## src/hw/lsu_defines.svh

```systemverilog
`ifndef LSU_DEFINES_SVH
`define LSU_DEFINES_SVH

// data RAM depth as log2 of the number of 32-bit words
// 8 gives 256 words, 1 KiB
`define LSU_RAM_WORDS_LOG2 8

// cycles from a read beat to valid read data, 1 or more
`define LSU_RAM_READ_LATENCY 2

`endif

```

## src/hw/mem_wait_timer.sv

```systemverilog
`timescale 1ns/1ps
`default_nettype none

`include "lsu_defines.svh"

module mem_wait_timer
(
	input  logic clk_i,
	input  logic reset_i,
	input  logic start_i,
	output logic done_o
);

	localparam int lat   = `LSU_RAM_READ_LATENCY;
	localparam int cnt_w = $clog2(lat + 1);

	logic [cnt_w-1:0] count;
	logic             running;

	// loaded one short so done lands lat cycles after start
	always_ff @(posedge clk_i)
	begin
		if (!reset_i)
		begin
			running <= 1'b0;
			count   <= '0;
		end
		else if (start_i)
		begin
			running <= 1'b1; // restart even if still counting
			count   <= cnt_w'(lat - 1);
		end
		else if (running)
		begin
			if (count == '0)
				running <= 1'b0;
			else
				count <= count - 1'b1;
		end
	end

	assign done_o = running && (count == '0);

endmodule

`default_nettype wire

```

## config.mk

```make
export PLATFORM = sky130hd
export DESIGN_NAME = mem_wait_timer
export DESIGN_NICKNAME = d
export VERILOG_FILES = /design/src/hw/mem_wait_timer.sv
export VERILOG_INCLUDE_DIRS = /design/src /design/src/hw
export SDC_FILE = /design/constraint.sdc
export NUM_CORES = 1
export LEC_CHECK = 0
export ABC_AREA = 0
export BUFFER_PORTS_ARGS = -buffer_cell sky130_fd_sc_hd__buf_2
export CORE_AREA = 4 4 41 43
export CTS_CLUSTER_SIZE = 20
export DETAILED_ROUTE_END_ITERATION = 10
export DIE_AREA = 0 0 45 47
export GPL_ROUTABILITY_DRIVEN = 0
export SLEW_MARGIN = 20
export SYNTH_ARGS = -nofsm -noshare
export SYNTH_HDL_FRONTEND = slang
export SYNTH_SLANG_ARGS = --single-unit
```

## constraint.sdc

```tcl
create_clock -name clk_i -period 2.6 [get_ports clk_i]
set_input_delay 0.65 -clock clk_i [delete_from_list [all_inputs] [get_ports clk_i]]
set_output_delay 0.65 -clock clk_i [all_outputs]
set_load 0.02 [all_outputs]
```

==> results.py <==
metrics = {
    "run_status": {
        "outcome": "complete, no violations",
    },
    "die": {
        "core_area_sq_um": 1301,
        "die_y_um": 47,
        "ios": 4,
        "die_w_um": 45,
        "initial_utilization_pct": 12.12,
        "rows": 13,
        "die_area_sq_um": 2115,
    },
    "synth": {
        "synth_cells": 15,
        "yosys_warnings": 0,
        "synth_area_per_cell_sq_um": 10.51,
        "synth_fa_ha_area_share_pct": 7.937,
        "synth_sequential_area_ratio_pct": 38.10,
        "syn_area_sq_um": 157.7,
        "synthMuxAreaShare_pct": 0,
        "synth_compound_area_share_pct": 18.25,
        "synthDistinctLibCells": 11,
        "syn_nets": 19,
        "synthXorXnorAreaFrac_pct": 0,
        "synth-simple-area-share_pct": 28.57,
        "ys_seq_elements": 3,
        "synth_top_family_by_area": "simple AND/OR/NAND/NOR gates",
    },
    "clock_tree": {
        "post_cts_buffers": 0,
        "cts_tree": "yes",
        "cts_hold_buf": 0,
        "clk_latency_ns": 0.23,
        "cts_sinks": 3,
        "htree_num_levels": 1,
        "cts-buffers-inserted": 3,
        "postCtsResizedCells": 0,
        "cts_root_buffer": "clkbuf_4",
        "clk_transition_reported_paths_ns": 0.04,
        "cts.path.max_buffers": 2,
    },
    "setup_path": {
        "crit_path_end_kind": "output port",
        "crit_path_start_kind": "flip-flop",
        "required_ns": 1.95,
        "crit_type": "reg2out",
        "cp_max_fo": 4,
        "worstPathArrival_ns": 1.15,
    },
    "timing": {
        "tns_ns": 0,
        "fmax_ghz": 0.5543,
        "finalSetupViolations": 0,
        "finalCritPeriodShare_pct": 69.39,
        "max_slew_margin_pct": 88.47,
        "clock_skew_ns": 0.001023,
        "maxSlewViolCount": 0,
        "min_period_ns": 1.804,
        "rsz0062_at_grt": "false",
        "tightest_slew_ns": 0.1730,
        "final_hold_viol_count": 0,
    },
    "final_layout": {
        "layout-drive-gt1-share_pct": 31.82,
        "num_antenna_cells": 0,
        "final_cell_mix": "inv_1, clkbuf_4, dfxtp_1, buf_2",
        "fin_nets": 27,
        "syn2layout_area_growth_pct": 38.10,
        "stdcell_count": 37,
    },
    "placement": {
        "dp_cells": 33,
        "dpl.hpwl_um": 198.3,
        "port_buffers": 3,
    },
    "global_route": {
        "grt-busiest-layer": "met2",
        "grt_util_met2_pct": 5.932,
        "met1_usage_pct": 2.727,
        "grt_pass1_wl_um": 510,
        "antenna_found_initial": 0,
        "grt_pass1_vias": 152,
        "grt_max_degree": 5,
        "grtUsageTotal_pct": 3.791,
        "overflow": 0,
        "met3_usage_pct": 2.299,
    },
    "pwr": {
        "powerDensity_nw_per_um2": 671.2,
        "leakage_uw": 0.00009768,
        "ir_worst_vdd_mv": 0.2062,
        "total_power_uw": 146.1,
    },
    "detailed_routing": {
        "dr.pass1.iters": 1,
        "drt_iter0_markers": 0,
        "drt-total-wl_um": 244,
        "avgRoutedWirePerCell_um": 6.595,
        "ant_nets": 0,
        "drcViolationCount": 0,
        "via_per_inst": 3.432,
        "vias": 127,
    },
    "run": {
        "max_cap_violations": 0,
    },
    "hold_path": {
        "hold_class": "reg2reg",
    },
}
[final timing paths]
check,depth (start not counted),start,end,slack [ns]
hold / removal,1,count[1],count[1],0.54
setup reg to reg,4,count[0],count[0],1.54
hold reg to reg,1,count[1],count[1],0.54
setup / recovery,4,count[0],done_o,0.80
[power by group]
part	internal, uW	leakage (uW)	total [uW]	switching, uW
sequential	49.1	0.0000248	50.9	1.86
combinational	8.72	0.0000579	16.4	7.71
clock	57.3	0.0000150	78.8	21.4
total	115	0.0000977	146	31.0
[final cells by class]
class,count,area (sq um)
Inverter,3,11.26
Fill cell,154,1084
Tap cell,15,18.77
Multi-Input combinational cell,9,86.33
Timing Repair Buffer,3,15.01
Clock buffer,4,26.28
Sequential cell,3,60.06
[synthesized netlist by cell type (all sizes together)]
cell type | number | area (sq um)
o211a | 1 | 10.01
nor2b | 1 | 13.76
or2 | 1 | 6.260
nand3b | 1 | 7.510
o21a | 1 | 7.510
nand4bb | 1 | 11.26
inv | 3 | 11.26
dfxtp | 3 | 60.06
ha | 1 | 12.51
o2111a | 1 | 11.26
and2 | 1 | 6.260
[metrics by stage]
| stage | utilization, % | hold WS [ns] | instance area, sq um | setup WS (ns) |
|---|---|---|---|---|
| 3_3_place_gp | 14.71 | 0.5215 | 191.4 | 1.018 |
| 3_5_place_dp | 14.71 | 0.5372 | 191.4 | 1.029 |
| 6_report | 16.73 | 0.5378 | 217.7 | 0.7959 |
| 5_1_grt | 16.73 | 0.5616 | 217.7 | 0.7022 |
| 4_1_cts | 16.73 | 0.5448 | 217.7 | 0.7760 |
| 2_1_floorplan | - | 0.5111 | 157.7 | 1.148 |
[logic make-up (layout without fill, tap and decap cells)]
kind of cell | Yosys count | count (layout)
compound gates | 3 | 3
fa+ha+maj | 1 | 1
buf+inv | 3 | 10
flops | 3 | 3
simple gates | 5 | 5
[critical path, cell delays in order, from the launching register on]
cell,delay (ns)
dfxtp_1,0.33
inv_1,0.05
ha_1,0.25
and2_1,0.15
buf_2,0.15
[sequential cells by signal, summed over array words and instances, names as in the netlist]
signal / cells
running: 1
count: 2
[layer usage]
layer  wire length (um)  vias up
met4                  0        0
met5                  0        -
met1                126       57
met3                 11        0
met2                105        4
li1                   -       66
No activity file was read; power rests on OpenSTA's default activity.
