`src/hw/lsu_defines.svh`:
```
`ifndef LSU_DEFINES_SVH
`define LSU_DEFINES_SVH

// data RAM depth as log2 of the number of 32-bit words
// 8 gives 256 words, 1 KiB
`define LSU_RAM_WORDS_LOG2 8

// cycles from a read beat to valid read data, 1 or more
`define LSU_RAM_READ_LATENCY 2

`endif

```
`src/hw/lsu_pkg.sv`:
```
`default_nettype none

package lsu_pkg;

	// access size of a load or store
	typedef enum logic [1:0]
	{
		len_byte = 2'd0,
		len_half = 2'd1,
		len_word = 2'd2
	} access_len_e;

	// byte address split into word index and byte lane
	typedef struct packed
	{
		logic [29:0] index;
		logic [1:0]  offset;
	} lsu_addr_s;

	// one address word, decoded either whole or as index/offset
	typedef union packed
	{
		logic [31:0] raw;
		lsu_addr_s   fields;
	} lsu_addr_u;

endpackage

`default_nettype wire

```
`src/hw/mem_port_if.sv`:
```
`timescale 1ns/1ps
`default_nettype none

// one RAM beat, shared by sequencer, aligner, merger and RAM
interface mem_port_if;

	logic        beat_valid;
	logic        beat_we;
	logic        second_beat;  // upper half of a split access
	logic [29:0] word_addr;
	logic [3:0]  wmask;
	logic [31:0] wdata;
	logic        rvalid;
	logic [31:0] rdata;

	modport sequencer (output beat_valid, output beat_we, output second_beat, input rvalid);

	modport aligner (input second_beat, output word_addr, output wmask, output wdata);

	modport merger (input rdata);

	modport ram (input beat_valid, input beat_we, input word_addr, input wmask, input wdata,
		output rvalid, output rdata);

endinterface

`default_nettype wire

```
`src/hw/load_merger.sv`:
```
`timescale 1ns/1ps
`default_nettype none

module load_merger
(
	input  logic                 clk_i,
	input  logic                 reset_i,
	input  logic                 req_i,
	input  lsu_pkg::access_len_e len_i,
	input  logic                 unsigned_i,
	input  logic [1:0]           offset_i,
	input  logic                 capture_first_i,
	input  logic                 capture_second_i,
	input  logic                 finish_i,
	mem_port_if.merger           mem,
	output logic [31:0]          rdata_o
);

	lsu_pkg::access_len_e len_q;
	logic                 unsigned_q;
	logic [1:0]           offset_q;
	logic [23:0]          first_q;
	logic [31:0]          result_q;
	logic [31:0]          shifted;
	logic [31:0]          merged;
	logic [2:0]           back_bytes;

	function automatic logic [31:0] extend(input logic [31:0] value,
		input lsu_pkg::access_len_e len, input logic is_unsigned);
		case (len)
			lsu_pkg::len_byte: return {{24{~is_unsigned & value[7]}}, value[7:0]};
			lsu_pkg::len_half: return {{16{~is_unsigned & value[15]}}, value[15:0]};
			default:           return value;
		endcase
	endfunction

	always_ff @(posedge clk_i)
	begin
		if (!reset_i)
		begin
			len_q      <= lsu_pkg::len_byte;
			unsigned_q <= 1'b0;
			offset_q   <= 2'd0;
		end
		else if (req_i)
		begin
			len_q      <= len_i;
			unsigned_q <= unsigned_i;
			offset_q   <= offset_i;
		end
	end

	// requested bytes moved down to lane 0
	assign shifted = mem.rdata >> {offset_q, 3'b000};

	// low bytes of the second word sit above the held first-word bytes
	assign back_bytes = 3'd4 - {1'b0, offset_q};
	assign merged     = (mem.rdata << {back_bytes, 3'b000}) | {8'h00, first_q};

	always_ff @(posedge clk_i)
	begin
		if (capture_first_i)
			first_q <= shifted[23:0]; // upper bytes of the first word
		if (capture_first_i || capture_second_i)
			result_q <= extend(capture_second_i ? merged : shifted, len_q, unsigned_q);
	end

	assign rdata_o = finish_i ? result_q : 32'd0;

endmodule

`default_nettype wire

```
`src/flat_wrapper.sv`:
```
// flat-port wrapper written by rule: the top's interface ports become plain ports
module load_merger_flat 
  (clk_i, reset_i, req_i, len_i, unsigned_i, offset_i, capture_first_i, capture_second_i, finish_i, rdata_o, mem_rdata);
  mem_port_if mem_i ();
  input  logic clk_i;
  input  logic reset_i;
  input  logic req_i;
  input  lsu_pkg::access_len_e len_i;
  input  logic unsigned_i;
  input  logic [1:0] offset_i;
  input  logic capture_first_i;
  input  logic capture_second_i;
  input  logic finish_i;
  output logic [31:0] rdata_o;
  input wire logic [$bits(mem_i.rdata)-1:0] mem_rdata;
  assign mem_i.rdata = mem_rdata;
  load_merger u_core (.clk_i(clk_i), .reset_i(reset_i), .req_i(req_i), .len_i(len_i), .unsigned_i(unsigned_i), .offset_i(offset_i), .capture_first_i(capture_first_i), .capture_second_i(capture_second_i), .finish_i(finish_i), .mem(mem_i), .rdata_o(rdata_o));
endmodule
```
`config.mk`:
```
export PLATFORM = sky130hd
export DESIGN_NAME = load_merger_flat
export DESIGN_NICKNAME = d
export VERILOG_FILES = /design/src/hw/lsu_defines.svh /design/src/hw/lsu_pkg.sv /design/src/hw/mem_port_if.sv /design/src/hw/load_merger.sv /design/src/flat_wrapper.sv
export SDC_FILE = /design/constraint.sdc
export NUM_CORES = 1
export LEC_CHECK = 0
export ABC_AREA = 1
export BUFFER_PORTS_ARGS = -buffer_cell sky130_fd_sc_hd__buf_2
export CAP_MARGIN = 20
export CELL_PAD_IN_SITES_DETAIL_PLACEMENT = 0
export CELL_PAD_IN_SITES_GLOBAL_PLACEMENT = 2
export CORE_UTILIZATION = 31
export DETAILED_ROUTE_END_ITERATION = 6
export GPL_ROUTABILITY_DRIVEN = 0
export PLACE_DENSITY_LB_ADDON = 0.1
export REMOVE_ABC_BUFFERS = 1
export SYNTH_ARGS = -nofsm -noshare
export SYNTH_HDL_FRONTEND = slang
export SYNTH_SLANG_ARGS = --single-unit
```
`constraint.sdc`:
```
create_clock -name clk_i -period 2.5 [get_ports clk_i]
set_clock_uncertainty 0.2 [all_clocks]
set_input_delay 0.25 -clock clk_i [delete_from_list [all_inputs] [get_ports clk_i]]
set_output_delay 0.25 -clock clk_i [all_outputs]
set_load 0.02 [all_outputs]
```
==> results.md <==
- The core occupancy in the finished layout is about 38%.
- Yosys printed 0 warnings.
- The most used flip-flop cell after synthesis is sky130_fd_sc_hd__edfxtp_1.
- The first-pass GRT wire length is ~19 mm.
- After synthesis the netlist holds a flip-flop and latch count of 61.
- The mapped netlist covers ~3900 um^2.
- After floorplanning, the core was sized to cover 12200 um^2.
- The worst register-to-register path ends at u_core.result_q[24].
- The endpoint type of the worst setup path is a flop.
- The footprint of the flip-flops and latches is about 1800 um^2.
- The via count of the first global-routing pass is about 3.5k.
- The unique cell type count in the Yosys netlist is 29.
- The area growth from synthesis to layout is 19.8%.
- The hold violation count in the final report was 0.
- The maximum clock path buffer count is 2.
- The remaining number of nets flagged by the antenna check after routing is 0.
- The non-filler instance count after layout is around 800.
- The total congestion overflow is 0.
- Clock-pin slew was measured on the worst setup and hold paths at 0.05 ns.
- The total I/O pin count is 75.
- The highest clock rate is ~460 MHz.
- Counting the fill cells in the layout gives roughly 1.3k.
- After detailed routing, the average wire length per cell comes to ~15 um.
- Summed over all nets, the half-perimeter wirelength after detailed placement is ~7.7 mm.
- The number of setup buffers added after CTS is 0.
- The violation count after the first detailed-routing iteration is 178.
- The die is approximately 110 um wide.
- The critical path crosses 7 cells after its start point.
- The final number of max-transition violations is 0.
- The worst hold path begins at len_i[0].
- The count of clock tree sinks is 61.
- In this run the static leakage power is between 2 and 2.5 nW.
- The critical path's top delay family is simple AND/OR/NAND/NOR gates.
- The tightest slew margin relative to the limit is about 40%.
- The critical path goes through inv_8 -> ha_1 -> clkinv_2 -> nand2_1 -> o21ai_2 -> nand3_4 -> nand3_1.
- The register area share after synthesis is 45.6%.
- Setup violations remaining at the end of the flow were counted as 0.
- Dividing the detail-routed via count by the number of cells gives approximately 4.7.
- The all-layer global routing usage is 19.6%.
- For this run, design rule violations remaining after detail routing come to 0.
- In this run the worst path has a maximum fanout of 24.
- Once the floorplan was initialized, standard cells occupied between 30% and 40% of the core.
- At the worst endpoint, the arrival time is 2.05 ns.
- The path class of the tightest hold or removal check is in2reg.
- Dividing total power by cell area gives a power density of around 670 nW/um^2.
- The number of detailed-route iterations in the first pass is 4.
- The share of final-layout standard cells stronger than drive strength 1 is between 10% and 20%.
- The count of flip-flops with a built-in enable after synthesis is 56.
- The number of buffers created by CTS is 9.
- The die extent in y is 114 um.
- The capture point of the worst path is u_core.result_q[24].
- Setup repair after global routing left no endpoint under its margin.
- The reg-to-reg setup timing slack is about 0.31 ns.
- The run finished with clean final reports.
- The slowest stage cell on the critical path is sky130_fd_sc_hd__dfxtp_1.
- The worst setup path startpoint is u_core.offset_q[0].
- The synthesized instance count is roughly 530.
- The worst path buffer plus inverter count is 2.
- The transition time at the pin with the least slew margin is 0.897 ns.
- The H-tree was split into 3 levels.
- In the synthesized netlist the async set-or-reset flop fraction comes to 0%.
- The path type of the worst setup path is reg2reg.
- The final critical path time including I/O delays and setup is 2.19 ns.
- Summed over all layers, the routed wires come to around 12 mm.
- TritonCTS built the clock tree.
- The period utilization is 87.6%.
- The post-synthesis area per instance is 7.32 um^2.
- In the final timing run, aggregate negative setup slack is 0 ns.
- Summing all multi-input logic gate instances after layout gives approximately 1700 um^2.
- The endpoint required time on the critical path is 2.36 ns.
- The maximum single-stage delay on the critical path is 0.42 ns.
- The antenna diode count is 0.
- Once placement completed, the tool counted placed cells totaling 761.
- The die footprint is about 13000 um^2.
- The worst setup path is launched from a flop.
- The cell chosen for the clock root is sky130_fd_sc_hd__clkbuf_16.
- The initial antenna violation count is 0.
- At the later pin of the worst-skew pair, clock insertion delay measures between 0.3 and 0.4 ns.
- After floorplanning, the core was divided into 40 placement rows.
- The logic depth of the worst register-to-register path is 7.
- The count of max-cap constraint violations is 0.
- The final layout contains ~650 nets.
- The worst-case IR drop observed on VDD is between 300 and 400 uV.
- Detailed routing inserted a total of between 3k and 4k vias.
- The maximum number of pins on one net before global-route repair is 34.
- The startpoint of the worst-slack reg-to-reg timing path is u_core.offset_q[0].
- In this run the tool buffered the top-level ports with between 70 and 80 buffer cells.
## flip-flops by register name (all words and copies together), names as in the netlist
| register | count |
|---|---|
| u_core.len_q | 2 |
| u_core.unsigned_q | 1 |
| u_core.first_q | 24 |
| u_core.offset_q | 2 |
| u_core.result_q | 32 |
## synth_stat cells (2+ instances only)
cell / n / area (um^2)
sky130_fd_sc_hd__a21oi_1: 16 / 80.1
sky130_fd_sc_hd__a21oi_2: 3 / 26.3
sky130_fd_sc_hd__a31oi_1: 6 / 37.5
sky130_fd_sc_hd__buf_2: 8 / 40.0
sky130_fd_sc_hd__buf_4: 4 / 30.0
sky130_fd_sc_hd__buf_6: 9 / 101
sky130_fd_sc_hd__clkbuf_1: 8 / 30.0
sky130_fd_sc_hd__dfxtp_1: 5 / 100
sky130_fd_sc_hd__edfxtp_1: 56 / 1680
sky130_fd_sc_hd__inv_1: 55 / 206
sky130_fd_sc_hd__inv_2: 5 / 18.8
sky130_fd_sc_hd__nand2_1: 221 / 830
sky130_fd_sc_hd__nand2_2: 6 / 37.5
sky130_fd_sc_hd__nand3_1: 71 / 355
sky130_fd_sc_hd__nand3_4: 2 / 35.0
sky130_fd_sc_hd__nor2_1: 25 / 93.8
sky130_fd_sc_hd__o21ai_0: 12 / 60.1
sky130_fd_sc_hd__o21ai_1: 11 / 55.1
## layout by cell type, fill, tap and decap left out, drive strengths merged
master,count
a21oi,19
a31oi,6
and2,1
buf,88
clkbuf,11
clkinv,5
dfxtp,5
dlygate4sd3,4
edfxtp,56
ha,1
inv,61
nand2,227
nand3,74
nor2,27
nor3,1
o21a,1
o21ai,24
or2,1
## tightest hold or removal path, stage by stage
cell                      delay (ns)
sky130_fd_sc_hd__buf_2          0.08
sky130_fd_sc_hd__o21ai_0        0.07
sky130_fd_sc_hd__a21oi_1        0.10
## where the power goes
part / total [mW] / switching (mW) / internal (mW)
Sequential: 1.32 / 0.0388 / 1.28
Combinational: 0.749 / 0.506 / 0.243
Clock: 1.08 / 0.428 / 0.652
## how the worst min path moves through the flow
| stage | end | slack, ns | depth (start not counted) |
|---|---|---|---|
| 2_1_floorplan | u_core.first_q[0] | 0.16 | 0 |
| 3_3_place_gp | u_core.unsigned_q | 0.27 | 3 |
| 5_1_grt | u_core.len_q[0] | 0.03 | 3 |
| 3_5_place_dp | u_core.unsigned_q | 0.28 | 3 |
| 6_report | u_core.len_q[0] | 0.008 | 3 |
| 4_1_cts | u_core.len_q[0] | 0.006 | 3 |
## stage by stage
step           power, mW  setup slack (ns)  hold WS, ns  area, um^2
2_1_floorplan       1.79            -0.453        0.162        3710
3_3_place_gp        2.08             0.388        0.272        4390
3_5_place_dp        2.08             0.314        0.281        4390
4_1_cts             3.19             0.301      0.00551        4680
5_1_grt             3.33             0.133       0.0278        4680
6_report            3.15             0.310      0.00845        4680
## final cells by class
type / count / share of cell area [%]
clock buffer: 11 / 4.97
clock inverter: 4 / 0.347
inverter: 62 / 5.16
multi-input combinational: 382 / 36.0
sequential: 61 / 38.1
tap: 168 / 4.49
timing repair buffer: 92 / 11.0
## per-layer routing
| layer | track usage, % | share of wire (%) |
|---|---|---|
| met5 | 0 | 0 |
| met3 | 4.50 | 4.8 |
| met4 | 5.37 | 1.3 |
| met2 | 32.8 | 48 |
| met1 | 25.4 | 46 |
## timing repair
item                                   4_1_cts  5_1_grt
hold buffers                                 4        0
resized for setup                            0        0
endpoints found under the hold margin        3        0
## kinds of logic after synthesis
kind of cell	Yosys count	share of synthesized area [%]
compound gates	50	7.04
fa+ha+maj	1	0.320
buf+inv	91	11.3
flops	61	45.6
simple gates	331	35.7
(Power assumes the default switching activity.)
