==> src/hw/lsu_defines.svh <==
`ifndef LSU_DEFINES_SVH
`define LSU_DEFINES_SVH

// data RAM depth as log2 of the number of 32-bit words
// 8 gives 256 words, 1 KiB
`define LSU_RAM_WORDS_LOG2 8

// cycles from a read beat to valid read data, 1 or more
`define LSU_RAM_READ_LATENCY 2

`endif

==> src/hw/lsu_pkg.sv <==
`default_nettype none

package lsu_pkg;

	// access size of a load or store
	typedef enum logic [1:0]
	{
		len_byte = 2'd0,
		len_half = 2'd1,
		len_word = 2'd2
	} access_len_e;

	// byte address split into word index and byte lane
	typedef struct packed
	{
		logic [29:0] index;
		logic [1:0]  offset;
	} lsu_addr_s;

	// one address word, decoded either whole or as index/offset
	typedef union packed
	{
		logic [31:0] raw;
		lsu_addr_s   fields;
	} lsu_addr_u;

endpackage

`default_nettype wire

==> src/hw/mem_port_if.sv <==
`timescale 1ns/1ps
`default_nettype none

// one RAM beat, shared by sequencer, aligner, merger and RAM
interface mem_port_if;

	logic        beat_valid;
	logic        beat_we;
	logic        second_beat;  // upper half of a split access
	logic [29:0] word_addr;
	logic [3:0]  wmask;
	logic [31:0] wdata;
	logic        rvalid;
	logic [31:0] rdata;

	modport sequencer (output beat_valid, output beat_we, output second_beat, input rvalid);

	modport aligner (input second_beat, output word_addr, output wmask, output wdata);

	modport merger (input rdata);

	modport ram (input beat_valid, input beat_we, input word_addr, input wmask, input wdata,
		output rvalid, output rdata);

endinterface

`default_nettype wire

==> src/hw/store_aligner.sv <==
`timescale 1ns/1ps
`default_nettype none

module store_aligner
(
	input  logic                 clk_i,
	input  logic                 reset_i,
	input  logic                 req_i,
	input  lsu_pkg::access_len_e len_i,
	input  lsu_pkg::lsu_addr_u   addr_i,
	input  logic [31:0]          wdata_i,
	mem_port_if.aligner          mem
);

	lsu_pkg::lsu_addr_u   addr_q;
	lsu_pkg::access_len_e len_q;
	logic [31:0]          data_q;
	logic [3:0]           base_mask;
	logic [2:0]           back_bytes;

	// request fields held for both beats
	always_ff @(posedge clk_i)
	begin
		if (!reset_i)
		begin
			addr_q <= '0;
			len_q  <= lsu_pkg::len_byte;
		end
		else if (req_i)
		begin
			addr_q <= addr_i;
			len_q  <= len_i;
		end
	end

	always_ff @(posedge clk_i)
	begin
		if (req_i)
			data_q <= wdata_i;
	end

	always_comb
	begin
		case (len_q)
			lsu_pkg::len_byte: base_mask = 4'b0001;
			lsu_pkg::len_half: base_mask = 4'b0011;
			default:           base_mask = 4'b1111;
		endcase
	end

	// bytes already written by the first beat
	assign back_bytes = 3'd4 - {1'b0, addr_q.fields.offset};

	always_comb
	begin
		if (!mem.second_beat)
		begin
			mem.word_addr = addr_q.fields.index;
			mem.wmask     = base_mask << addr_q.fields.offset;
			mem.wdata     = data_q << {addr_q.fields.offset, 3'b000};
		end
		else
		begin
			mem.word_addr = addr_q.fields.index + 30'd1; // spill into next word
			mem.wmask     = base_mask >> back_bytes;
			mem.wdata     = data_q >> {back_bytes, 3'b000};
		end
	end

endmodule

`default_nettype wire

==> src/flat_wrapper.sv <==
// flat-port wrapper written by rule: the top's interface ports become plain ports
module store_aligner_flat 
  (clk_i, reset_i, req_i, len_i, addr_i, wdata_i, mem_second_beat, mem_word_addr, mem_wmask, mem_wdata);
  mem_port_if mem_i ();
  input  logic clk_i;
  input  logic reset_i;
  input  logic req_i;
  input  lsu_pkg::access_len_e len_i;
  input  lsu_pkg::lsu_addr_u addr_i;
  input  logic [31:0] wdata_i;
  input wire logic [$bits(mem_i.second_beat)-1:0] mem_second_beat;
  output wire logic [$bits(mem_i.word_addr)-1:0] mem_word_addr;
  output wire logic [$bits(mem_i.wmask)-1:0] mem_wmask;
  output wire logic [$bits(mem_i.wdata)-1:0] mem_wdata;
  assign mem_i.second_beat = mem_second_beat;
  assign mem_word_addr = mem_i.word_addr;
  assign mem_wmask = mem_i.wmask;
  assign mem_wdata = mem_i.wdata;
  store_aligner u_core (.clk_i(clk_i), .reset_i(reset_i), .req_i(req_i), .len_i(len_i), .addr_i(addr_i), .wdata_i(wdata_i), .mem(mem_i));
endmodule
==> config.mk <==
export PLATFORM = sky130hd
export DESIGN_NAME = store_aligner_flat
export DESIGN_NICKNAME = d
export VERILOG_FILES = /design/src/hw/lsu_defines.svh /design/src/hw/lsu_pkg.sv /design/src/hw/mem_port_if.sv /design/src/hw/store_aligner.sv /design/src/flat_wrapper.sv
export SDC_FILE = /design/constraint.sdc
export NUM_CORES = 1
export LEC_CHECK = 0
export BUFFER_PORTS_ARGS = -buffer_cell sky130_fd_sc_hd__buf_2
export CAP_MARGIN = 20
export CORE_MARGIN = 2
export CORE_UTILIZATION = 54
export DETAILED_ROUTE_END_ITERATION = 10
export PLACE_DENSITY = 0.83
export SLEW_MARGIN = 40
export SYNTH_ARGS = -nofsm -noshare
export SYNTH_HDL_FRONTEND = slang
export SYNTH_SLANG_ARGS = --single-unit
==> constraint.sdc <==
create_clock -name clk_i -period 8.1 [get_ports clk_i]
set_input_delay 1.62 -clock clk_i [delete_from_list [all_inputs] [get_ports clk_i]]
set_output_delay 1.62 -clock clk_i [all_outputs]
set_load 0.01 [all_outputs]
==> impl_summary.log <==
[metrics] max_slew headroom: 0.532
[metrics] wire length of the first global-routing pass: 16000 um
[metrics] Total Die Area: 7910 um^2
[metrics] number of buffers inserted by post-CTS setup repair: 0
[metrics] Reg clk slew, reported paths: 70 ps
[metrics] Post-synth ARST share: 0
[metrics] maximum fanout along the worst path: 28
[metrics] clock period minus final worst setup slack: 5380 ps
[metrics] Worst Hold Class: reg2reg
[metrics] Longest Clk Path Bufs: 2
[metrics] area growth from synthesis to layout: 23.3%
[metrics] overall global routing resource usage: 0.261
[metrics] Final TNS setup: 0 ps
[metrics] number of distinct library cells after synthesis: 43
[metrics] unrepaired setup endpoints after global routing: false
[metrics] Ant. Diodes: 0
[metrics] count of final hold-check violations: 0
[metrics] boundary pin count: 136
[metrics] Max rail drop VDD: 0.125 mV
[metrics] CP top delay family: simple AND/OR/NAND/NOR gates
[metrics] detailed-routing iteration count for the pre-antenna-repair pass: 5
[metrics] flip-flop and latch count after synthesis: 66
[metrics] number of H-tree branching levels: 3
[metrics] number of DRC violations after detailed-routing iteration 0: 281
[metrics] type of the setup path with the least slack: reg2out
[metrics] input/output buffers: 135
[metrics] Cell Chain, Critical Path: inv_2 -> ha_1 -> nor2b_1 -> nor2b_1 -> a221o_1 -> buf_2
[metrics] Max Fclk: 0.186 GHz
[metrics] library cell appearing most often on the critical path: sky130_fd_sc_hd__nor2b_1
[metrics] maximum number of pins on one net before global-route repair: 67
[metrics] cell leakage power: 2.11 nW
[metrics] Synth Area per Inst: 9.99 um^2
[metrics] Buf/Inv on CP: 2
[metrics] share of the clock period used by the worst path after layout: 0.664
[metrics] actual transition at the worst max-transition pin: 697 ps
[metrics] final weighted congestion in routability-driven placement: 0.874
[metrics] Final Core Density: 0.699
[metrics] final instance area: 4800 um^2
[metrics] outcome: finished clean
[metrics] Detailed Route WL: 10400 um
[metrics] most used flip-flop cell after synthesis: sky130_fd_sc_hd__dfxtp_1
[metrics] total core area: 6870 um^2
[metrics] Die Span X: 88.9 um
[metrics] global-route congestion overflow total: 0
[metrics] Starting Density: 0.567
[metrics] setup slack at placement: 2690 ps
[metrics] post-CTS resize count: 0
[metrics] number of hold-repair buffers added at the cts stage: 0
[metrics] clock buffer count from CTS: 9
[metrics] final-stage net count: 585
[metrics] floorplan die height: 88.9 um
[metrics] antenna violations before repair: 0
[metrics] cell at the root of the clock tree: sky130_fd_sc_hd__clkbuf_8
[metrics] total half-perimeter wirelength after legalization and detailed placement: 7230 um
[metrics] fraction of final layout cells sized beyond drive strength 1: 0.326
[metrics] sequential cell area fraction in the yosys report: 0.421
[metrics] vias per inst: 5.85
[metrics] Core Rows: 30
[metrics] max-slew violations: 0
[metrics] data arrival at the endpoint of the critical path: 3760 ps
[metrics] standard cell area after detailed placement: 4620 um^2
[metrics] total vias in the final route: 3590
[metrics] Critical Path Max Stage Delay: 820 ps
[metrics] average wire per cell in the routed design: 17.0 um
[metrics] post-route clock skew: 0 ps
[metrics] launching element type of the critical path: flip-flop
[metrics] final-report setup violation count: 0
[metrics] Critical Path Slowest Stage Cell: sky130_fd_sc_hd__ha_1
[metrics] number of standard cells after synthesis: 390
[metrics] remaining number of nets flagged by the antenna check after routing: 0
[metrics] number of sinks on the clock net: 66
[metrics] Yosys Warn Count: 0
[metrics] Worst Slack Setup Final: 2720 ps
[metrics] power density of the placed cells: 174 nW/um^2
[metrics] net count after synthesis: 462
[metrics] via count of the first global-routing pass: 3304
[metrics] clock latency reported for the late side of the worst-skew pair: 340 ps
[metrics] CTS tree: yes
[metrics] EDFF count, synth: 32
[metrics] number of remaining DRC errors: 0
[metrics] mapped cell area: 3890 um^2
[metrics] CP Data Required Time: 6480 ps
[metrics] capturing element type of the critical path: output port
[metrics] Max Cap Viol: 0
[synth_stat cells, types with 3 or more instances]
library cell | number | area (um^2)
sky130_fd_sc_hd__mux2_2 | 8 | 90.1
sky130_fd_sc_hd__a21oi_1 | 18 | 90.1
sky130_fd_sc_hd__dfxtp_1 | 34 | 681
sky130_fd_sc_hd__inv_1 | 3 | 11.3
sky130_fd_sc_hd__nor2_1 | 29 | 109
sky130_fd_sc_hd__buf_1 | 4 | 15.0
sky130_fd_sc_hd__clkbuf_1 | 14 | 52.6
sky130_fd_sc_hd__nand2_1 | 21 | 78.8
sky130_fd_sc_hd__a221o_1 | 8 | 80.1
sky130_fd_sc_hd__o2bb2ai_1 | 16 | 140
sky130_fd_sc_hd__and4_1 | 3 | 26.3
sky130_fd_sc_hd__nand3_1 | 9 | 45.0
sky130_fd_sc_hd__o21ai_0 | 4 | 20.0
sky130_fd_sc_hd__o21bai_1 | 4 | 30.0
sky130_fd_sc_hd__xnor2_1 | 16 | 140
sky130_fd_sc_hd__a221oi_1 | 3 | 26.3
sky130_fd_sc_hd__a22oi_1 | 18 | 135
sky130_fd_sc_hd__mux2i_1 | 48 | 480
sky130_fd_sc_hd__nor3_1 | 5 | 25.0
sky130_fd_sc_hd__edfxtp_1 | 32 | 961
sky130_fd_sc_hd__nand4_1 | 9 | 56.3
sky130_fd_sc_hd__buf_2 | 7 | 35.0
sky130_fd_sc_hd__nor2b_1 | 37 | 231
sky130_fd_sc_hd__and3_1 | 5 | 31.3
sky130_fd_sc_hd__xor2_1 | 13 | 114
[worst reg2reg max path, stage by stage, from the launching register on]
cell and delay, ps:
sky130_fd_sc_hd__dfxtp_1 700, sky130_fd_sc_hd__mux2i_1 150, sky130_fd_sc_hd__nor2b_1 130
[power by group]
part           internal [mW]  leakage [nW]  total, mW  switching [mW]
registers              0.375         0.594      0.407          0.0319
logic                 0.0819          1.42      0.171          0.0888
clock network          0.138        0.0956      0.260           0.122
total                  0.595          2.11      0.838           0.243
[worst paths after layout]
path | cells past startpoint | slack (ps) | from | end
setup / recovery | 6 | 2720 | u_core.addr_q[0]$_SDFFE_PN0P_ | mem_wdata[11]
hold reg to reg | 2 | 560 | u_core.addr_q[30]$_SDFFE_PN0P_ | u_core.addr_q[30]$_SDFFE_PN0P_
setup reg to reg | 2 | 7070 | u_core.addr_q[1]$_SDFFE_PN0P_ | u_core.addr_q[1]$_SDFFE_PN0P_
hold / removal | 2 | 560 | u_core.addr_q[30]$_SDFFE_PN0P_ | u_core.addr_q[30]$_SDFFE_PN0P_
[placed cells by master (no fill, tap or decap), types with 8 or more instances in the layout]
cell	instances
sky130_fd_sc_hd__nor2_1	29
sky130_fd_sc_hd__a221o_1	8
sky130_fd_sc_hd__a22oi_1	18
sky130_fd_sc_hd__nand3_1	9
sky130_fd_sc_hd__dfxtp_1	33
sky130_fd_sc_hd__clkbuf_8	10
sky130_fd_sc_hd__nand4_1	9
sky130_fd_sc_hd__xnor2_1	16
sky130_fd_sc_hd__xor2_1	13
sky130_fd_sc_hd__mux2_2	8
sky130_fd_sc_hd__a21oi_1	18
sky130_fd_sc_hd__nor2b_1	37
sky130_fd_sc_hd__o2bb2ai_1	16
sky130_fd_sc_hd__nand2_1	21
sky130_fd_sc_hd__edfxtp_1	32
sky130_fd_sc_hd__mux2i_1	48
sky130_fd_sc_hd__buf_2	134
[kinds of logic (layout without fill, tap and decap cells)]
group                      Yosys count  count (layout)  synth area share
xor gates and xnor gates            29              29            0.0652
AOI/OAI and AO/OA                   76              76             0.144
adders and majority gates            2               2           0.00642
and+or+nand+nor                    132             132             0.186
DFF                                 66              66             0.421
buffers and inverters               29             157            0.0302
muxes                               56              56             0.146
[registers in the layout, summed over array words and instances (netlist names)]
register       count
u_core.addr_q     32
u_core.data_q     32
u_core.len_q       2
[metal layers]
metal | track usage | routed length (um) | up-vias
li1 | - | - | 1692
met1 | 0.351 | 4500 | 1710
met2 | 0.411 | 4960 | 163
met3 | 0.0545 | 700 | 25
met4 | 0.111 | 256 | 0
met5 | 0 | 0 | -
[final cells by class]
cell class,instances,area (um^2)
clock buffers,14,174
clock inverters,2,10.0
fillers,531,2070
inverters,4,15.0
multi-input cells,295,2140
flip-flops and latches,66,1640
well taps,96,120
repair buffers,137,697
[per-stage QoR]
step,hold WS [ps],total power [mW],cells
6_report,558,0.838,614
5_1_grt,588,0.873,614
4_1_cts,556,0.842,614
3_5_place_dp,545,0.582,598
3_3_place_gp,518,0.577,598
2_1_floorplan,503,0.510,390
Note: power is estimated with default switching activity, not from simulation.
