File: config.mk
export PLATFORM = sky130hd
export DESIGN_NAME = access_sequencer_flat
export DESIGN_NICKNAME = d
export VERILOG_FILES = /design/src/hw/lsu_defines.svh /design/src/hw/lsu_pkg.sv /design/src/hw/mem_port_if.sv /design/src/hw/access_sequencer.sv /design/src/flat_wrapper.sv
export SDC_FILE = /design/constraint.sdc
export NUM_CORES = 1
export LEC_CHECK = 0
export ABC_CLOCK_PERIOD_IN_PS = 1400
export BUFFER_PORTS_ARGS = -buffer_cell sky130_fd_sc_hd__buf_4
export CORE_MARGIN = 2
export CORE_UTILIZATION = 31
export DETAILED_ROUTE_END_ITERATION = 10
export GPL_TIMING_DRIVEN = 0
export PLACE_DENSITY = 0.74
export SYNTH_ARGS = -nofsm -noshare
export SYNTH_HDL_FRONTEND = slang
export SYNTH_SLANG_ARGS = --single-unit
File: constraint.sdc
create_clock -name clk_i -period 1.4 [get_ports clk_i]
set_input_delay 0.28 -clock clk_i [delete_from_list [all_inputs] [get_ports clk_i]]
set_output_delay 0.28 -clock clk_i [all_outputs]
set_load 0.01 [all_outputs]
File: src/hw/lsu_defines.svh
`ifndef LSU_DEFINES_SVH
`define LSU_DEFINES_SVH

// data RAM depth as log2 of the number of 32-bit words
// 8 gives 256 words, 1 KiB
`define LSU_RAM_WORDS_LOG2 8

// cycles from a read beat to valid read data, 1 or more
`define LSU_RAM_READ_LATENCY 2

`endif

File: src/hw/lsu_pkg.sv
`default_nettype none

package lsu_pkg;

	// access size of a load or store
	typedef enum logic [1:0]
	{
		len_byte = 2'd0,
		len_half = 2'd1,
		len_word = 2'd2
	} access_len_e;

	// byte address split into word index and byte lane
	typedef struct packed
	{
		logic [29:0] index;
		logic [1:0]  offset;
	} lsu_addr_s;

	// one address word, decoded either whole or as index/offset
	typedef union packed
	{
		logic [31:0] raw;
		lsu_addr_s   fields;
	} lsu_addr_u;

endpackage

`default_nettype wire

File: src/hw/mem_port_if.sv
`timescale 1ns/1ps
`default_nettype none

// one RAM beat, shared by sequencer, aligner, merger and RAM
interface mem_port_if;

	logic        beat_valid;
	logic        beat_we;
	logic        second_beat;  // upper half of a split access
	logic [29:0] word_addr;
	logic [3:0]  wmask;
	logic [31:0] wdata;
	logic        rvalid;
	logic [31:0] rdata;

	modport sequencer (output beat_valid, output beat_we, output second_beat, input rvalid);

	modport aligner (input second_beat, output word_addr, output wmask, output wdata);

	modport merger (input rdata);

	modport ram (input beat_valid, input beat_we, input word_addr, input wmask, input wdata,
		output rvalid, output rdata);

endinterface

`default_nettype wire

File: src/hw/access_sequencer.sv
`timescale 1ns/1ps
`default_nettype none

module access_sequencer
(
	input  logic                     clk_i,
	input  logic                     reset_i,
	input  logic                     req_i,
	input  logic                     store_i,
	input  lsu_pkg::access_len_e     len_i,
	input  lsu_pkg::lsu_addr_u       addr_i,
	input  logic                     timer_done_i,
	mem_port_if.sequencer            mem,
	output logic                     timer_start_o,
	output logic                     capture_first_o,
	output logic                     capture_second_o,
	output logic                     finish_o,
	output logic                     busy_o,
	output logic                     done_o,
	output logic                     split_o
);

	localparam logic [2:0] st_idle   = 3'd0;
	localparam logic [2:0] st_first  = 3'd1;
	localparam logic [2:0] st_wait1  = 3'd2;
	localparam logic [2:0] st_second = 3'd3;
	localparam logic [2:0] st_wait2  = 3'd4;
	localparam logic [2:0] st_done   = 3'd5;

	logic [2:0] state;
	logic       store_q;
	logic       split_q;
	logic       misaligned;
	logic       accept;
	logic       beat_back;

	// word at nonzero offset, or halfword crossing into the next word
	always_comb
	begin
		case (len_i)
			lsu_pkg::len_word: misaligned = (addr_i.fields.offset != 2'd0);
			lsu_pkg::len_half: misaligned = (addr_i.fields.offset == 2'd3);
			default:           misaligned = 1'b0;
		endcase
	end

	assign busy_o    = (state != st_idle) && (state != st_done);
	assign accept    = req_i && !busy_o; // also taken in the done cycle
	assign beat_back = timer_done_i && mem.rvalid;

	always_ff @(posedge clk_i)
	begin
		if (!reset_i)
		begin
			state   <= st_idle;
			store_q <= 1'b0;
			split_q <= 1'b0;
		end
		else
		begin
			case (state)
				st_idle, st_done:
				begin
					if (accept)
					begin
						state   <= st_first;
						store_q <= store_i;
						split_q <= misaligned;
					end
					else
						state <= st_idle;
				end
				st_first:  state <= !store_q ? st_wait1 : (split_q ? st_second : st_done);
				st_wait1:  if (beat_back) state <= split_q ? st_second : st_done;
				st_second: state <= store_q ? st_done : st_wait2;
				st_wait2:  if (beat_back) state <= st_done;
				default:   state <= st_idle;
			endcase
		end
	end

	assign mem.beat_valid  = (state == st_first) || (state == st_second);
	assign mem.beat_we     = mem.beat_valid && store_q;
	assign mem.second_beat = (state == st_second) || (state == st_wait2);

	assign timer_start_o    = mem.beat_valid && !store_q; // only loads wait
	assign capture_first_o  = (state == st_wait1) && beat_back;
	assign capture_second_o = (state == st_wait2) && beat_back;

	assign done_o   = (state == st_done);
	assign finish_o = done_o;
	assign split_o  = done_o && split_q;

endmodule

`default_nettype wire

File: src/flat_wrapper.sv
// flat-port wrapper written by rule: the top's interface ports become plain ports
module access_sequencer_flat 
  (clk_i, reset_i, req_i, store_i, len_i, addr_i, timer_done_i, timer_start_o, capture_first_o, capture_second_o, finish_o, busy_o, done_o, split_o, mem_beat_valid, mem_beat_we, mem_second_beat, mem_rvalid);
  mem_port_if mem_i ();
  input  logic clk_i;
  input  logic reset_i;
  input  logic req_i;
  input  logic store_i;
  input  lsu_pkg::access_len_e len_i;
  input  lsu_pkg::lsu_addr_u addr_i;
  input  logic timer_done_i;
  output logic timer_start_o;
  output logic capture_first_o;
  output logic capture_second_o;
  output logic finish_o;
  output logic busy_o;
  output logic done_o;
  output logic split_o;
  output wire logic [$bits(mem_i.beat_valid)-1:0] mem_beat_valid;
  output wire logic [$bits(mem_i.beat_we)-1:0] mem_beat_we;
  output wire logic [$bits(mem_i.second_beat)-1:0] mem_second_beat;
  input wire logic [$bits(mem_i.rvalid)-1:0] mem_rvalid;
  assign mem_beat_valid = mem_i.beat_valid;
  assign mem_beat_we = mem_i.beat_we;
  assign mem_second_beat = mem_i.second_beat;
  assign mem_i.rvalid = mem_rvalid;
  access_sequencer u_core (.clk_i(clk_i), .reset_i(reset_i), .req_i(req_i), .store_i(store_i), .len_i(len_i), .addr_i(addr_i), .timer_done_i(timer_done_i), .mem(mem_i), .timer_start_o(timer_start_o), .capture_first_o(capture_first_o), .capture_second_o(capture_second_o), .finish_o(finish_o), .busy_o(busy_o), .done_o(done_o), .split_o(split_o));
endmodule
==> results.ini, run 1 <==
[hold_path]
hp-start = reset_i
min_path_type = in2reg

[cts]
cts.sinks = 5
cts_buffer_depth = 2
cts.clk_slew.worst_paths_ps = 50
numCtsBuffers = 3
clockRootBuffer = clkbuf_4
worstSkewPairLatency_ps = 250
cts_tree = built
h-tree-depth = 1

[routing]
wl_per_cell_um = 11.1
vias_per_cell = 4.96
vias = 476
drt_iter0_drc = 5
drtPass1Iterations = 3
wirelength_um = 1060
drc = 0
ant_nets = 0

[critical_path]
end_kind = primary output
required_ps = 1120
path_max_fanout = 7
worstPathCellList = or3b_4 > nor2_2 > buf_4
cp-start-kind = flip-flop
crit_buf_inv = 1
critical_path_class = reg2out
cp_top_family = simple AND/OR/NAND/NOR gates
rr_startpoint = u_core.state[2]
max_stage_delay_ps = 410
crit_start = u_core.state[2]
cp.arrival_ps = 1260
slowest_stage = or3b_4

[finish]
syn_to_final_growth_pct = 71.7
diodes = 0
layout_common_cells = buf_4 (26), nand2_1 (4)
fin_cells = 96
final_common_cell = buf_4
final_area_um2 = 707
drive_above_1_share_pct = 54.3
nets = 124

[placed_design]
portBuffers = 19
place_congestion = 0.752
dp_slack_ps = 64.6
post_dp_cell_area_um2 = 578
post-dp-hpwl_um = 751
dp.cells = 86

[sta]
fin_crit_ps = 1540
slew-limit-headroom_pct = 73.9
finalWorstSetupSlack_ps = -142
hold_viol = 0
max_freq_mhz = 648
rsz0062_at_grt = yes
worst_pin_slew_ps = 386
period_share_pct = 110
finClkSkew_ps = 5.78
setup_viol = 6
whs_ps = 299
slew_violations = 0

[yosys]
synth_area_um2 = 412
syn_avg_cell_area_um2 = 7.92
synth_edf_count = 0
synthTopCellsByArea = dfxtp_1 (24%), ha_1 (6.1%), nand2b_1 (6.1%)
yosysTopAreaCell = dfxtp_1
synth_warnings = 0
ys_seq_elements = 5
ys.flop_type = dfxtp_1
synth-seq-area-share_pct = 24.3
synthArstFlopShare_pct = 0
syn_inst = 52
synth.distinct_cells = 30
yosysTopAreaCellShare_pct = 24.3
synth_nets = 94

[floorplan]
die_area_mm2 = 0.00164
die_w_um = 40.4
ioPinCount = 50
initial_core_util_pct = 32.4
die_y_um = 40.4
core_area_mm2 = 0.00127
num_rows = 13

[grt]
grt_pass1_wl_um = 1660
overflow = 0
track_usage_pct = 15.9
antenna_found_initial = 0
grt_max_degree = 11
grt_pass1_vias = 388

[power]
finalPower_mw = 1.19
p_leak_nw = 0.342
power.density_mw_per_mm2 = 1690
vdd_drop_max_uv = 935

[flow_run]
drv_cap = 0

[outcome]
violations = setup timing
status = finished, violations left

==> cells in the mapped netlist, drive strengths merged (2+ instances only) <==
library cell,n
o21a,2
a21oi,2
nand2b,4
mux2i,2
inv,5
o311ai,2
and2,2
nand2,4
ha,2
buf,3
nor3,2
dfxtp,5
o21ai,2
nand3b,3
nor2,2
==> what timing repair did <==
action / 4_1_cts / 5_1_grt
gates resized for setup: 12 / 4
pin swaps: 4 / 2
hold buffers: 0 / 0
setup buffers: 3 / 4
endpoints found under the setup margin: 8 / 10
==> metrics by stage <==
step	util, %	setup TNS (ps)
floorplan	-	0
global placement	45.6	0
detailed placement	45.6	0
CTS	52.8	-748
global route	55.7	-1200
finish	55.7	-543
==> where the power goes <==
group	internal, mW	switching [mW]
registers	0.197	0.0831
clock network	0.108	0.0635
logic	0.437	0.304
==> registers in the layout (all words and copies together), names as in the netlist <==
register,cells
u_core.split_q,1
u_core.state,3
u_core.store_q,1
==> cells by family (layout without fill, tap and decap cells) <==
kind of cell               Yosys count  in the layout  share of synthesized area [%]
buffers and inverters                8             37                           10.3
and+or+nand+nor                     22             22                           30.7
AOI/OAI and AO/OA                   12             12                           21.6
DFF                                  5              5                           24.3
muxes                                2              2                           4.86
xor gates and xnor gates             1              1                           2.13
adders and majority gates            2              2                           6.08
==> per-layer routing <==
layer	up-vias	wire length, um	global-route usage [%]
li1	242	-	-
met1	217	442	17.2
met2	17	527	27.8
met3	0	93	6.67
met4	0	0	5.00
met5	-	0	0
==> worst reg2reg max path: stages, from the launching register on <==
cell	delay (ps)
dfxtp_4	370
xor2_4	190
or2_1	250
buf_4	140
buf_4	120
o31ai_2	190
==> worst paths after layout <==
check | end | slack [ps] | cells past startpoint
max | capture_second_o | -140 | 3
min | u_core.state[2] | 300 | 2
max reg2reg | u_core.store_q | 60 | 5
min reg2reg | u_core.split_q | 520 | 2
==> final cells by class <==
cell class	count	area [um^2]
fillers	125	562
well taps	15	18.8
flip-flops and latches	5	108
plain buffers	2	15.0
multi-input cells	39	315
inverters	5	21.3
repair buffers	26	203
clock buffers	4	26.3
No activity file was read; power rests on OpenSTA's default activity.
==> run 2: changes to the inputs <==
==> constraint.sdc (replaced) <==
create_clock -name clk_i -period 1.4 [get_ports clk_i]
set_input_delay 0.28 -clock clk_i [delete_from_list [all_inputs] [get_ports clk_i]]
set_output_delay 0.28 -clock clk_i [all_outputs]
set_load 0.1 [all_outputs]
==> run 2 against run 1 <==
Against the previous run:
- the flow still finishes with violations (setup timing)
- total power is 65% higher
- first-iteration DRC count grew 20%
- largest power group unchanged
- sequential cell count unchanged
- non-clock buffer count did not move
- fmax fell by 5.3%
- clock power about the same
- final area grew 22%
- sequential share of layout area down 2.6 points
- die area is the same
- final cell count is the same
==> results.ini, run 2 (synthesis gave the netlist of run 1 again) <==
[outcome]
status = finished, violations left
violations = setup timing

[floorplan]
num_rows = 13
die_area_mm2 = 0.00164
initial_core_util_pct = 32.4
die_w_um = 40.4
core_area_mm2 = 0.00127
ioPinCount = 50
die_y_um = 40.4

[routing]
vias = 481
vias_per_cell = 5.01
ant_nets = 0
drc = 0
wl_per_cell_um = 12.1
drt_iter0_drc = 6
drtPass1Iterations = 4
wirelength_um = 1160

[cts]
cts_tree = built
cts_buffer_depth = 2
h-tree-depth = 1
clockRootBuffer = clkbuf_4
cts.sinks = 5
cts.clk_slew.worst_paths_ps = 50
worstSkewPairLatency_ps = 240
numCtsBuffers = 3
hold_buffers = 0

[power]
finalPower_mw = 1.97
p_leak_nw = 0.390
vdd_drop_max_uv = 2130
power.density_mw_per_mm2 = 2280

[sta]
period_share_pct = 116
rsz0062_at_grt = yes
worst_pin_slew_ps = 398
setup_viol = 10
setup_tns_ps = -1430
whs_ps = 300
slew-limit-headroom_pct = 73.1
finClkSkew_ps = 3.17
slew_violations = 0
max_freq_mhz = 614
hold_viol = 0
fin_crit_ps = 1630
finalWorstSetupSlack_ps = -229

[grt]
grt_pass1_vias = 488
overflow = 0
grt_pass1_wl_um = 2030
antenna_found_initial = 0
track_usage_pct = 18.5
grt_max_degree = 10

[critical_path]
cp_top_family = simple AND/OR/NAND/NOR gates
max_stage_delay_ps = 440
crit_buf_inv = 1
slowest_stage = or3b_4
cp-start-kind = flip-flop
path_max_fanout = 5
cp.arrival_ps = 1350
end_kind = primary output
critical_path_class = reg2out
worstPathCellList = or3b_4 > nor2_4 > buf_12
required_ps = 1120

[finish]
finish.utilization_pct = 68.2
largest_reg_flops = 3
diodes = 0
final_area_um2 = 866
syn_to_final_growth_pct = 110
drive_above_1_share_pct = 60.5
nets = 124
top_register = u_core.state
largestRegisters = u_core.state (3), u_core.split_q (1), u_core.store_q (1)
final_common_cell = buf_4
layout_common_cells = buf_4 (16), buf_12 (9)
fin_cells = 96

[placed_design]
dp.cells = 86
portBuffers = 19
post-dp-hpwl_um = 794
post_dp_cell_area_um2 = 654
dp_slack_ps = -215
place_congestion = 0.752

[hold_path]
min_path_type = in2reg

[flow_run]
drv_cap = 0

==> run 2: cell counts in the layout (fill, tap and decap cells not counted) <==
Identical to the previous run, type by type.
==> run 2: path summary, 6_finish.rpt <==
kind | from | endpoint | slack [ps] | cells past startpoint
worst max-delay path | u_core.state[2] | capture_second_o | -230 | 3
worst min-delay path | store_i | u_core.store_q | 300 | 3
worst max register to register | u_core.state[1] | u_core.store_q | 130 | 4
worst min register to register | u_core.split_q | u_core.split_q | 530 | 2
==> run 2: what timing repair did <==
action,in CTS,in global routing
buffers inserted,5,2
pin swaps,3,2
setup endpoints to repair,10,10
resized for setup,36,2
==> run 2: report_power, final <==
group          switching, mW  internal [mW]  total [mW]  leakage [nW]
Combinational          0.916          0.614        1.53         0.333
Clock                 0.0634          0.108       0.171        0.0150
Sequential            0.0702          0.199       0.269        0.0427
Total                   1.05          0.920        1.97         0.390
==> run 2: layer usage <==
| layer | track usage [%] | vias up | share of wire (%) |
|---|---|---|---|
| li1 | - | 240 | - |
| met1 | 21.1 | 222 | 43 |
| met2 | 33.3 | 17 | 52 |
| met3 | 3.33 | 2 | 3.6 |
| met4 | 7.50 | 0 | 1.7 |
| met5 | 0 | - | 0 |
==> run 2: cell type report <==
cell class / count / area [um^2]
inverters: 5 / 28.8
clock buffers: 4 / 26.3
fillers: 106 / 403
well taps: 15 / 18.8
repair buffers: 26 / 315
multi-input cells: 39 / 349
plain buffers: 2 / 18.8
flip-flops and latches: 5 / 109
==> run 2: worst min-delay path: stages <==
cell	delay (ps)
buf_4	110
nand2_1	60
o31ai_2	50
==> run 3: changes to the inputs <==
--- a/config.mk
+++ b/config.mk
@@ -8,10 +8,11 @@
 export ABC_CLOCK_PERIOD_IN_PS = 1400
 export BUFFER_PORTS_ARGS = -buffer_cell sky130_fd_sc_hd__buf_4
 export CORE_MARGIN = 2
-export CORE_UTILIZATION = 31
+export CORE_UTILIZATION = 30
 export DETAILED_ROUTE_END_ITERATION = 10
 export GPL_TIMING_DRIVEN = 0
-export PLACE_DENSITY = 0.74
+export PLACE_DENSITY = 0.72
 export SYNTH_ARGS = -nofsm -noshare
 export SYNTH_HDL_FRONTEND = slang
 export SYNTH_SLANG_ARGS = --single-unit
+export TNS_END_PERCENT = 30
==> run 3 against run 2 <==
Against the previous run:
- the flow still finishes with violations (setup timing)
- utilization decreased by 8.5 points
- register-to-register slack worse by 20 ps
- sequential cell count unchanged
- final cell count fell by 5.2%
- die area increased by 3.0%
- critical path depth stayed put
- sequential power about the same
- final area down 11%
- critical endpoint unchanged
- largest cell class unchanged
==> results.ini, run 3 (synthesis gave the netlist of run 1 again) <==
[grt]
grt_pass1_wl_um = 1770
track_usage_pct = 15.8
grt_pass1_vias = 432
antenna_found_initial = 0
overflow = 0
grt_max_degree = 11

[power]
p_leak_nw = 0.339
vdd_drop_max_uv = 1910
power.density_mw_per_mm2 = 2290
finalPower_mw = 1.76

[routing]
vias_per_cell = 5.05
vias = 460
drc = 0
drt_iter0_drc = 8
wl_per_cell_um = 11.5
wirelength_um = 1040
ant_nets = 0
drtPass1Iterations = 4

[cts]
cts_tree = built
clockRootBuffer = clkbuf_4
cts_buffer_depth = 2
hold_buffers = 0
h-tree-depth = 1
cts.sinks = 5
cts.clk_slew.worst_paths_ps = 40
worstSkewPairLatency_ps = 240
numCtsBuffers = 3

[critical_path]
critical_path_class = reg2out
required_ps = 1120
cp-start-kind = flip-flop
end_kind = primary output
r2r_slack_ps = 110
cp.arrival_ps = 1340
path_max_fanout = 7

[placed_design]
place_congestion = 0.739
post-dp-hpwl_um = 768
dp_slack_ps = -111
portBuffers = 19

[floorplan]
core_area_mm2 = 0.00128
initial_core_util_pct = 32.0
num_rows = 13
die_w_um = 41.0
die_y_um = 41.0
ioPinCount = 50
die_area_mm2 = 0.00168

[finish]
layout_common_cells = buf_4 (11), buf_12 (8), nand2b_1 (4)
syn_to_final_growth_pct = 86.6
nets = 119
top_register = u_core.state
largestRegisters = u_core.state (3), u_core.split_q (1), u_core.store_q (1)
diodes = 0
drive_above_1_share_pct = 52.6
final_common_cell = buf_4
largest_reg_flops = 3

[sta]
slew-limit-headroom_pct = 71.9
rsz0062_at_grt = yes
finClkSkew_ps = 3.05
finalWorstSetupSlack_ps = -222
worst_pin_slew_ps = 416
period_share_pct = 116
hold_viol = 0
fin_crit_ps = 1620
slew_violations = 0
whs_ps = 310
setup_viol = 8
max_freq_mhz = 616

[flow_run]
drv_cap = 0

[outcome]
violations = setup timing
status = finished, violations left

[hold_path]
min_path_type = in2reg

==> run 3: worst paths after layout <==
| path | depth (start not counted) | from | end |
|---|---|---|---|
| min reg2reg | 2 | u_core.split_q | u_core.split_q |
| max reg2reg | 4 | u_core.state[2] | u_core.store_q |
| min | 2 | reset_i | u_core.state[2] |
| max | 3 | u_core.state[0] | capture_second_o |
==> run 3: critical path, cell delays in order, from the launching register on <==
cell and delay [ps]:
dfxtp_4 370, or3b_4 410, nor2_4 140, buf_12 180
==> run 3: final cells by class <==
class                      count  area [um^2]
multi-input combinational     39          313
buffer                         2         18.8
clock buffer                   4         26.3
tap                           15         18.8
timing repair buffer          21          263
sequential                     5          108
fill                         117          517
inverter                       5         21.3
==> run 3: per-stage QoR <==
step	area [um^2]	std cells	utilization (%)	TNS, ps
3_5_place_dp	609	86	47.4	-235
6_report	768	91	59.8	-1150
4_1_cts	769	91	59.9	-1530
3_3_place_gp	609	86	47.4	-222
5_1_grt	768	91	59.8	-1600
2_1_floorplan	448	52	-	-4720
==> run 3: layer usage <==
layer | part of all wire (%) | global-route usage, % | vias to the layer above
li1 | - | - | 233
met1 | 41 | 19.0 | 209
met2 | 53 | 27.3 | 16
met3 | 5.3 | 1.63 | 2
met4 | 0.96 | 7.50 | 0
met5 | 0 | 0 | -
==> run 3: repair_timing <==
action / 4_1_cts / 5_1_grt
buffers inserted: 0 / 1
setup endpoints to repair: 10 / 10
pin swaps: 1 / 1
gates cloned: 1 / 0
gates resized for setup: 32 / 1
==> run 3: report_power, final <==
group | internal [mW] | switching, mW
Combinational | 0.497 | 0.831
Clock | 0.108 | 0.0569
Sequential | 0.197 | 0.0718
